`src/dinoGamePkg.sv`:
```
package dinoGamePkg;

    // Controller states. Each wait state holds until the button is released.
    typedef enum logic [3:0] {
        MENU         = 4'b0000,
        MENU_WAIT    = 4'b0001,
        RUNNING      = 4'b0011,
        RUNNING_WAIT = 4'b0111,
        PAUSE        = 4'b1111,
        PAUSE_WAIT   = 4'b1011,
        OVER         = 4'b0010,
        OVER_WAIT1   = 4'b0110,
        OVER_WAIT2   = 4'b0100
    } gameStateT;

    // Phase seen by the datapath.
    typedef enum logic [1:0] {
        PH_MENU    = 2'd0,
        PH_RUNNING = 2'd1,
        PH_PAUSED  = 2'd2,
        PH_OVER    = 2'd3
    } gamePhaseT;

    typedef enum logic [2:0] {
        COL_DINO   = 3'd2,
        COL_BG     = 3'd3,
        COL_OBS1   = 3'd4,
        COL_OBS2   = 3'd5,
        COL_GROUND = 3'd6
    } pixelColorT;

    localparam int SCORE_DIGITS = 6;

    // BCD digits, index 0 is the ones digit.
    typedef logic [SCORE_DIGITS-1:0][3:0] scoreDigitsT;

endpackage

```
`src/dinoGeomPkg.sv`:
```
package dinoGeomPkg;

    // Screen coordinate, wide enough for both axes.
    typedef logic [7:0] coordT;

    // Visible raster.
    localparam int SCREEN_W         = 160;
    localparam int SCREEN_H         = 120;
    localparam int PIXELS_PER_FRAME = SCREEN_W * SCREEN_H;

    localparam int GROUND_TOP = 105;    // First ground row.

    // Dinosaur box, right edge exclusive.
    localparam int DINO_LEFT  = 15;
    localparam int DINO_RIGHT = 25;
    localparam int DINO_H     = 12;
    localparam int DINO_TOP   = GROUND_TOP - DINO_H;

    // Obstacles share one width.
    localparam int OBS_W  = 12;
    localparam int OBS1_H = 7;
    localparam int OBS2_H = 14;

    // Start columns, the second one is off screen.
    localparam int OBS1_START = 120;
    localparam int OBS2_START = 254;

endpackage

```
`src/dinoGame.sv`:
```
`timescale 1ns/1ps

module dinoGame #(
    parameter int FRAME_CYCLES = 833333,
    parameter int STEP_FRAMES  = 3
) (
    input  logic                     clk,
    input  logic                     resetn,
    input  logic                     jump,
    input  logic                     pause,
    output dinoGamePkg::gamePhaseT   gamePhase,
    output dinoGamePkg::scoreDigitsT score,
    output logic                     pixelValid,
    output dinoGeomPkg::coordT       pixelX,
    output dinoGeomPkg::coordT       pixelY,
    output dinoGamePkg::pixelColorT  pixelColor
);
    import dinoGeomPkg::*;

    logic  frameTick;
    logic  stepTick;
    logic  collide;
    coordT obs1X;
    coordT obs2X;

    gameControl gameControl_i (
        .clk       (clk),
        .resetn    (resetn),
        .jump      (jump),
        .pause     (pause),
        .collide   (collide),
        .gamePhase (gamePhase)
    );

    frameTimer #(
        .FRAME_CYCLES (FRAME_CYCLES),
        .STEP_FRAMES  (STEP_FRAMES)
    ) frameTimer_i (
        .clk       (clk),
        .resetn    (resetn),
        .gamePhase (gamePhase),
        .frameTick (frameTick),
        .stepTick  (stepTick)
    );

    obstacleWorld obstacleWorld_i (
        .clk       (clk),
        .resetn    (resetn),
        .gamePhase (gamePhase),
        .stepTick  (stepTick),
        .obs1X     (obs1X),
        .obs2X     (obs2X),
        .collide   (collide)
    );

    scoreCounter scoreCounter_i (
        .clk       (clk),
        .resetn    (resetn),
        .gamePhase (gamePhase),
        .stepTick  (stepTick),
        .score     (score)
    );

    pixelScanner pixelScanner_i (
        .clk        (clk),
        .resetn     (resetn),
        .frameTick  (frameTick),
        .obs1X      (obs1X),
        .obs2X      (obs2X),
        .pixelValid (pixelValid),
        .pixelX     (pixelX),
        .pixelY     (pixelY),
        .pixelColor (pixelColor)
    );

endmodule

```
`src/frameTimer.sv`:
```
`timescale 1ns/1ps

module frameTimer #(
    parameter int FRAME_CYCLES = 833333,
    parameter int STEP_FRAMES  = 3
) (
    input  logic                   clk,
    input  logic                   resetn,
    input  dinoGamePkg::gamePhaseT gamePhase,
    output logic                   frameTick,
    output logic                   stepTick
);
    import dinoGamePkg::*;

    localparam int CYC_W = (FRAME_CYCLES > 1) ? $clog2(FRAME_CYCLES) : 1;
    localparam int FR_W  = (STEP_FRAMES > 1) ? $clog2(STEP_FRAMES) : 1;

    logic [CYC_W-1:0] cycleCnt;
    logic [FR_W-1:0]  frameCnt;
    logic             running;
    logic             cycleWrap;

    assign running   = (gamePhase == PH_RUNNING);
    assign cycleWrap = (cycleCnt == CYC_W'(FRAME_CYCLES - 1));

    // Free running divider.
    always_ff @(posedge clk) begin
        if (!resetn) begin
            cycleCnt  <= '0;
            frameTick <= 1'b0;
        end else begin
            cycleCnt  <= cycleWrap ? '0 : cycleCnt + 1'b1;
            frameTick <= cycleWrap;     // One cycle pulse.
        end
    end

    // Last frame of a step, only counted while running.
    assign stepTick = frameTick && running && (frameCnt == FR_W'(STEP_FRAMES - 1));

    always_ff @(posedge clk) begin
        if (!resetn)
            frameCnt <= '0;
        else if (frameTick && running)
            frameCnt <= stepTick ? '0 : frameCnt + 1'b1;
    end

    // Count never runs past the last frame of a step.
    frameCntRange: assert property (
        @(posedge clk) disable iff (!resetn)
        int'(frameCnt) < STEP_FRAMES
    ) else $error("frameTimer: frame count %0d past step length", frameCnt);

endmodule

```
`src/gameControl.sv`:
```
`timescale 1ns/1ps

module gameControl (
    input  logic                   clk,
    input  logic                   resetn,
    input  logic                   jump,
    input  logic                   pause,
    input  logic                   collide,
    output dinoGamePkg::gamePhaseT gamePhase
);
    import dinoGamePkg::*;

    gameStateT state;
    gameStateT nextState;
    logic      startBtn;

    assign startBtn = jump || pause;    // Either button starts or resumes.

    // Stable states arm on press, wait states fire on release.
    always_comb begin
        case (state)
            MENU:         nextState = startBtn ? MENU_WAIT : MENU;
            MENU_WAIT:    nextState = startBtn ? MENU_WAIT : RUNNING;
            RUNNING: begin
                if (collide)
                    nextState = OVER;
                else
                    nextState = pause ? RUNNING_WAIT : RUNNING;   // Jump alone does not pause.
            end
            RUNNING_WAIT: nextState = pause ? RUNNING_WAIT : PAUSE;
            PAUSE:        nextState = startBtn ? PAUSE_WAIT : PAUSE;
            PAUSE_WAIT:   nextState = startBtn ? PAUSE_WAIT : RUNNING;
            OVER:         nextState = startBtn ? OVER_WAIT1 : OVER;
            OVER_WAIT1:   nextState = startBtn ? OVER_WAIT1 : OVER_WAIT2;
            OVER_WAIT2:   nextState = MENU;
            default:      nextState = MENU;
        endcase
    end

    always_ff @(posedge clk) begin
        if (!resetn)
            state <= MENU;
        else
            state <= nextState;
    end

    // Wait states still show the phase they came from.
    always_comb begin
        case (state)
            MENU, MENU_WAIT:                gamePhase = PH_MENU;
            RUNNING, RUNNING_WAIT:          gamePhase = PH_RUNNING;
            PAUSE, PAUSE_WAIT:              gamePhase = PH_PAUSED;
            OVER, OVER_WAIT1, OVER_WAIT2:   gamePhase = PH_OVER;
            default:                        gamePhase = PH_MENU;
        endcase
    end

    // Only nine of sixteen codes are states.
    stateLegal: assert property (
        @(posedge clk) disable iff (!resetn)
        state inside {MENU, MENU_WAIT, RUNNING, RUNNING_WAIT, PAUSE, PAUSE_WAIT,
                      OVER, OVER_WAIT1, OVER_WAIT2}
    ) else $error("gameControl: illegal state %b", state);

endmodule

```
`src/obstacleWorld.sv`:
```
`timescale 1ns/1ps

module obstacleWorld (
    input  logic                   clk,
    input  logic                   resetn,
    input  dinoGamePkg::gamePhaseT gamePhase,
    input  logic                   stepTick,
    output dinoGeomPkg::coordT     obs1X,
    output dinoGeomPkg::coordT     obs2X,
    output logic                   collide
);
    import dinoGeomPkg::*;
    import dinoGamePkg::*;

    logic hit1;
    logic hit2;

    // True when an obstacle starting at column x overlaps the dinosaur columns.
    function automatic logic overlapsDino(coordT x);
        logic [8:0] left;
        logic [8:0] right;
        left  = {1'b0, x};
        right = left + 9'(OBS_W);       // Nine bits, so no wrap.
        return (left < 9'(DINO_RIGHT)) && (right > 9'(DINO_LEFT));
    endfunction

    // Scroll one column left per step.
    always_ff @(posedge clk) begin
        if (!resetn || gamePhase == PH_MENU) begin
            obs1X <= coordT'(OBS1_START);
            obs2X <= coordT'(OBS2_START);
        end else if (stepTick) begin
            obs1X <= obs1X - 1'b1;
            obs2X <= obs2X - 1'b1;
        end
    end

    assign hit1 = overlapsDino(obs1X);
    assign hit2 = overlapsDino(obs2X);

    // Dinosaur is always on the ground, so column overlap is enough.
    always_ff @(posedge clk) begin
        if (!resetn)
            collide <= 1'b0;
        else
            collide <= hit1 || hit2;
    end

endmodule

```
`src/pixelScanner.sv`:
```
`timescale 1ns/1ps

module pixelScanner (
    input  logic                    clk,
    input  logic                    resetn,
    input  logic                    frameTick,
    input  dinoGeomPkg::coordT      obs1X,
    input  dinoGeomPkg::coordT      obs2X,
    output logic                    pixelValid,
    output dinoGeomPkg::coordT      pixelX,
    output dinoGeomPkg::coordT      pixelY,
    output dinoGamePkg::pixelColorT pixelColor
);
    import dinoGeomPkg::*;
    import dinoGamePkg::*;

    localparam coordT X_LAST = coordT'(SCREEN_W - 1);
    localparam coordT Y_LAST = coordT'(SCREEN_H - 1);

    coordT obs1Frame;
    coordT obs2Frame;
    coordT obs1Use;
    coordT obs2Use;
    coordT nextX;
    coordT nextY;
    logic  lastPixel;

    function automatic logic inObs(coordT x, coordT left);
        logic [8:0] l9;
        l9 = {1'b0, left};
        return ({1'b0, x} >= l9) && ({1'b0, x} < l9 + 9'(OBS_W));
    endfunction

    // Fixed priority, ground on top.
    function automatic pixelColorT colorAt(coordT x, coordT y, coordT o1, coordT o2);
        if (y >= GROUND_TOP)
            return COL_GROUND;
        if (x >= DINO_LEFT && x < DINO_RIGHT && y >= DINO_TOP)
            return COL_DINO;
        if (inObs(x, o1) && y >= GROUND_TOP - OBS1_H)
            return COL_OBS1;
        if (inObs(x, o2) && y >= GROUND_TOP - OBS2_H)
            return COL_OBS2;
        return COL_BG;
    endfunction

    assign lastPixel = pixelValid && pixelX == X_LAST && pixelY == Y_LAST;

    always_comb begin
        if (frameTick) begin
            nextX   = '0;
            nextY   = '0;
            obs1Use = obs1X;    // First pixel sees the live positions.
            obs2Use = obs2X;
        end else begin
            nextX   = (pixelX == X_LAST) ? '0 : pixelX + 1'b1;
            nextY   = (pixelX == X_LAST) ? pixelY + 1'b1 : pixelY;
            obs1Use = obs1Frame;
            obs2Use = obs2Frame;
        end
    end

    always_ff @(posedge clk) begin
        if (!resetn)
            pixelValid <= 1'b0;
        else if (frameTick)
            pixelValid <= 1'b1;
        else if (lastPixel)
            pixelValid <= 1'b0;
    end

    always_ff @(posedge clk) begin
        if (frameTick) begin
            obs1Frame <= obs1X;     // Hold positions for the whole frame.
            obs2Frame <= obs2X;
        end
        if (frameTick || (pixelValid && !lastPixel)) begin
            pixelX     <= nextX;
            pixelY     <= nextY;
            pixelColor <= colorAt(nextX, nextY, obs1Use, obs2Use);
        end
    end

    coordInRange: assert property (
        @(posedge clk) disable iff (!resetn)
        pixelValid |-> pixelX < SCREEN_W && pixelY < SCREEN_H
    ) else $error("pixelScanner: pixel (%0d,%0d) off screen", pixelX, pixelY);

    // Frame period must cover a whole scan.
    noFrameOverlap: assert property (
        @(posedge clk) disable iff (!resetn)
        frameTick |-> !pixelValid || lastPixel
    ) else $error("pixelScanner: frame tick during a scan");

endmodule

```
`src/scoreCounter.sv`:
```
`timescale 1ns/1ps

module scoreCounter (
    input  logic                     clk,
    input  logic                     resetn,
    input  dinoGamePkg::gamePhaseT   gamePhase,
    input  logic                     stepTick,
    output dinoGamePkg::scoreDigitsT score
);
    import dinoGamePkg::*;

    scoreDigitsT nextScore;
    logic        carry;

    // Decimal increment, ones digit first.
    always_comb begin
        carry     = 1'b1;
        nextScore = score;
        for (int i = 0; i < SCORE_DIGITS; i++) begin
            if (carry) begin
                if (score[i] == 4'd9) begin
                    nextScore[i] = 4'd0;    // Carry ripples on.
                end else begin
                    nextScore[i] = score[i] + 4'd1;
                    carry        = 1'b0;
                end
            end
        end
    end

    // Top digit wraps with the carry dropped.
    always_ff @(posedge clk) begin
        if (!resetn || gamePhase == PH_MENU)
            score <= '0;
        else if (stepTick)
            score <= nextScore;
    end

    for (genvar d = 0; d < SCORE_DIGITS; d++) begin : gDigitCheck
        digitBcd: assert property (
            @(posedge clk) disable iff (!resetn)
            score[d] <= 4'd9
        ) else $error("scoreCounter: digit %0d holds %0d", d, score[d]);
    end

endmodule
```
`config.mk`:
```
export PLATFORM = sky130hd
export DESIGN_NAME = dinoGame
export DESIGN_NICKNAME = d
export VERILOG_FILES = /design/src/dinoGamePkg.sv /design/src/dinoGeomPkg.sv /design/src/dinoGame.sv /design/src/frameTimer.sv /design/src/gameControl.sv /design/src/obstacleWorld.sv /design/src/pixelScanner.sv /design/src/scoreCounter.sv
export SDC_FILE = /design/constraint.sdc
export NUM_CORES = 1
export LEC_CHECK = 0
export ABC_CLOCK_PERIOD_IN_PS = 3600
export BUFFER_PORTS_ARGS = -buffer_cell sky130_fd_sc_hd__buf_2
export CAP_MARGIN = 10
export CELL_PAD_IN_SITES_DETAIL_PLACEMENT = 1
export CELL_PAD_IN_SITES_GLOBAL_PLACEMENT = 1
export CORE_UTILIZATION = 40
export CTS_BUF_LIST = sky130_fd_sc_hd__clkbuf_4 sky130_fd_sc_hd__clkbuf_8
export DETAILED_ROUTE_END_ITERATION = 6
export PLACE_DENSITY_LB_ADDON = 0.1
export RECOVER_POWER = 25
export SYNTH_ARGS = -nofsm -noshare
export SYNTH_HDL_FRONTEND = slang
export SYNTH_SLANG_ARGS = --single-unit
```
`constraint.sdc`:
```
create_clock -name clk -period 3.6 [get_ports clk]
set_input_delay 0.18 -clock clk [delete_from_list [all_inputs] [get_ports clk]]
set_output_delay 0.18 -clock clk [all_outputs]
set_load 0.01 [all_outputs]
```
==> impl_metrics.tcl <==
set metrics [dict create \
    slew-limit-headroom_pct 42.85 \
    die_y_um 125.0 \
    drc 2 \
    cts.sinks 106 \
    cts_made_buffers 9 \
    cts_resized 0 \
    clock_skew_ns 0.01293 \
    syn_area_per_cell_sq_um 8.839 \
    pwr-share-comb_pct 5.5 \
    synth_cell_types 72 \
    grt_setup_unrepaired "no" \
    ys_ff_latch 106 \
    place_inst 910 \
    grt_use_met2_pct 34.74 \
    grt_util_met1_pct 25.77 \
    cp.required_ns 3.73 \
    arrival_ns 3.46 \
    grt_busiest_layer "met2" \
    synth_edf_count 19 \
    die_w_um 125.0 \
    grt_use_total_pct 20.08 \
    p_clk_share_pct 34.9 \
    cts_buffer_depth 2 \
    drv_slew 0 \
    finalCritPeriodShare_pct 92.43 \
    drt_pass1_iterations 6 \
    finalWeightedCongestion 0.8287 \
    path_max_fanout 8 \
    clock_latency_ns 0.39 \
    overflow 0 \
    grt_pass1_vias 5224 \
    ys.flop_type "dfxtp_1" \
    drive_above_1_share_pct 9.030 \
    drtIter0Drc 282 \
    internal_power_mw 1.557 \
    dp_hpwl_um 11500 \
    crit_type "register to register" \
    insertedDiodeCount 0 \
    ys_warn_count 0 \
    utilization_pct 45.67 \
    grt_antenna_before_repair 0 \
    reg2reg_depth 13 \
    hold_buffers 0 \
    switching_power_mw 0.5012 \
    power.share.switching_pct 24.35 \
    pwr-share-seq_pct 59.6 \
    syn2layout_area_growth_pct 10.46 \
    wl_per_cell_um 16.45 \
    drt_wl_total_um 15230 \
    coreArea_sq_um 14640 \
    cts-htree-levels 3 \
    final_cell_area_sq_um 6688 \
    hold_depth 2 \
    io_pins 50 \
    synthArstFlopShare_pct 0 \
    syn_area_sq_um 6055 \
    worstHoldPathType "input pin to register" \
    fin_tns_setup_ns 0 \
    post_cts_buffers 0 \
    placed_area_sq_um 6544 \
    die-area_sq_um 15630 \
    worst_pin_slew_ns 0.8572 \
    peakVddDrop_mv 0.2296 \
    critPathLaunchType "register" \
    antenna_left 0 \
    num_rows 44 \
    grt_pass1_wl_um 25540 \
    final-hold-violation-count 0 \
    status "complete, but fails checks" \
    vias_per_cell 5.452 \
    root_buffer "clkbuf_8" \
    worstSetupEndpointType "register" \
    io_buffers 49 \
    final_cells 926 \
    initial_core_util_pct 41.34 \
    grt_max_degree 39 \
    setup_violations 0 \
    final_nets 784 \
    grt_use_met3_pct 2.995 \
    min_period_ns 3.327 \
    syn-num-nets 732 \
    fmax_ghz 0.3005 \
    routed-via-count 5049 \
    clk_pin_slew_ns 0.11 \
    powerDensity_nw_per_um2 307.8 \
    cts_tree "done" \
    max_cap_viol_count 0 \
    p_leak_nw 2.496 \
    ys_seq_area_share_pct 38.19 \
    synth_cells 685 \
    failed_checks "design-rule violations" \
]
[worst paths after layout]
check	startpoint	end	slack, ns
worst max-delay path	pixelScanner_i.pixelX[1]$_DFFE_PP_	pixelScanner_i.pixelColor[2]$_SDFFCE_PP1P_	0.27
worst min-delay path	resetn	pixelScanner_i.pixelValid$_SDFFE_PN0P_	0.13
worst max register to register	pixelScanner_i.pixelX[1]$_DFFE_PP_	pixelScanner_i.pixelColor[2]$_SDFFCE_PP1P_	0.27
worst min register to register	frameTimer_i.cycleCnt[0]$_SDFF_PP0_	frameTimer_i.cycleCnt[0]$_SDFF_PP0_	0.48
[Yosys cell counts (all sizes together), types with 10 or more instances]
cell type   n  area share (%)
nand2b     11             1.1
nor2       78             4.8
nor2b      16             1.7
nand4      13             1.8
edfxtp     19             9.4
buf        11             1.1
mux2i      16             2.6
nand3      26             2.1
xor2       17             2.5
xnor2      37             5.4
inv        52             3.2
nand2      45             2.8
ha         43             8.9
o21ai      27             2.2
and3       10             1.0
clkbuf     12            0.79
nor3       22             1.8
dfxtp      87              29
a21oi      37             3.1
[routing by layer]
metal / up-vias / share of wire (%)
met5: - / 0
met4: 0 / 1.1
met3: 12 / 2.7
met2: 59 / 48
met1: 2468 / 48
li1: 2510 / -
[worst max-delay path, stage by stage, from the launching register on]
cell      delay (ns)
edfxtp_1        0.38
ha_2            0.27
and4bb_2        0.32
a21oi_1         0.09
o21ai_0         0.21
a21oi_1         0.13
ha_1            0.29
o311a_1         0.15
o41ai_1         0.07
maj3_2          0.30
maj3_1          0.35
o221a_2         0.29
o211ai_2        0.17
nand2_1         0.07
[state kept, by name, indices dropped and copies added, names as in the netlist, 3 cells and up]
| register | count |
|---|---|
| obstacleWorld_i.obs1X | 8 |
| pixelScanner_i.obs2Frame | 8 |
| pixelScanner_i.pixelX | 8 |
| gameControl_i.state | 4 |
| pixelScanner_i.obs1Frame | 8 |
| scoreCounter_i.score | 24 |
| pixelScanner_i.pixelColor | 3 |
| pixelScanner_i.pixelY | 8 |
| obstacleWorld_i.obs2X | 8 |
| frameTimer_i.cycleCnt | 20 |
[cells in the final DEF, fill, tap and decap left out, types with 3 or more instances in the layout]
master    count
edfxtp_1     19
nor2b_1      16
nor3_1       22
nor4_1        7
ha_1         42
nor2_1       77
clkbuf_1     34
xor2_1       17
mux2_2        3
a21oi_1      36
and4bb_2      3
a21o_1        8
nor3b_1       5
dfxtp_1      86
clkbuf_8     11
and2_1        4
nand4_1      11
a211oi_1      6
or4_1         4
or3_1         8
and3_1       10
inv_1        52
mux2i_1      16
nand3b_1      4
nand4b_1      3
nand2_1      45
a41oi_1       4
o21ai_0      26
nand2b_1     11
buf_2        16
buf_4        13
xnor2_1      37
nand3_1      26
[logic make-up (layout without fill, tap and decap cells)]
logic type	Yosys count	in the layout	share of synthesized area, %
multiplexers	19	19	3.203
buffers and inverters	75	132	5.146
XOR/XNOR	54	54	7.811
AO/OA/AOI/OAI	116	116	12.56
adder cells (fa/ha/maj)	46	46	9.403
flip-flops	106	106	38.19
AND/OR/NAND/NOR	269	269	23.68
[area by class of cell]
cell class	count	area [sq um]
timing repair buffer	64	325.3
sequential	106	2313
tap	184	230.2
inverter	52	195.2
fill	1782	7956
multi-input combinational	504	3440
clock buffer	12	158.9
clock inverter	4	25.02
[power groups by stage]
stage / logic [mW] / registers (mW) / clock network [mW]
after floorplan: 0.0798 / 1.25 / 0
after global placement: 0.110 / 1.25 / 0
after detailed placement: 0.115 / 1.26 / 0
after CTS: 0.116 / 1.23 / 0.755
after global routing: 0.129 / 1.23 / 0.796
final: 0.113 / 1.23 / 0.718
[through the flow]
stage | setup slack [ns] | total power [mW] | hold slack [ns]
6_report | 0.2726 | 2.059 | 0.1330
5_1_grt | 0.01557 | 2.154 | 0.1256
4_1_cts | 0.2009 | 2.098 | 0.1186
3_5_place_dp | 0.2217 | 1.370 | 0.4722
3_3_place_gp | 0.2284 | 1.364 | 0.4581
2_1_floorplan | 0.05748 | 1.332 | 0.3017
No activity file was read; power rests on OpenSTA's default activity.
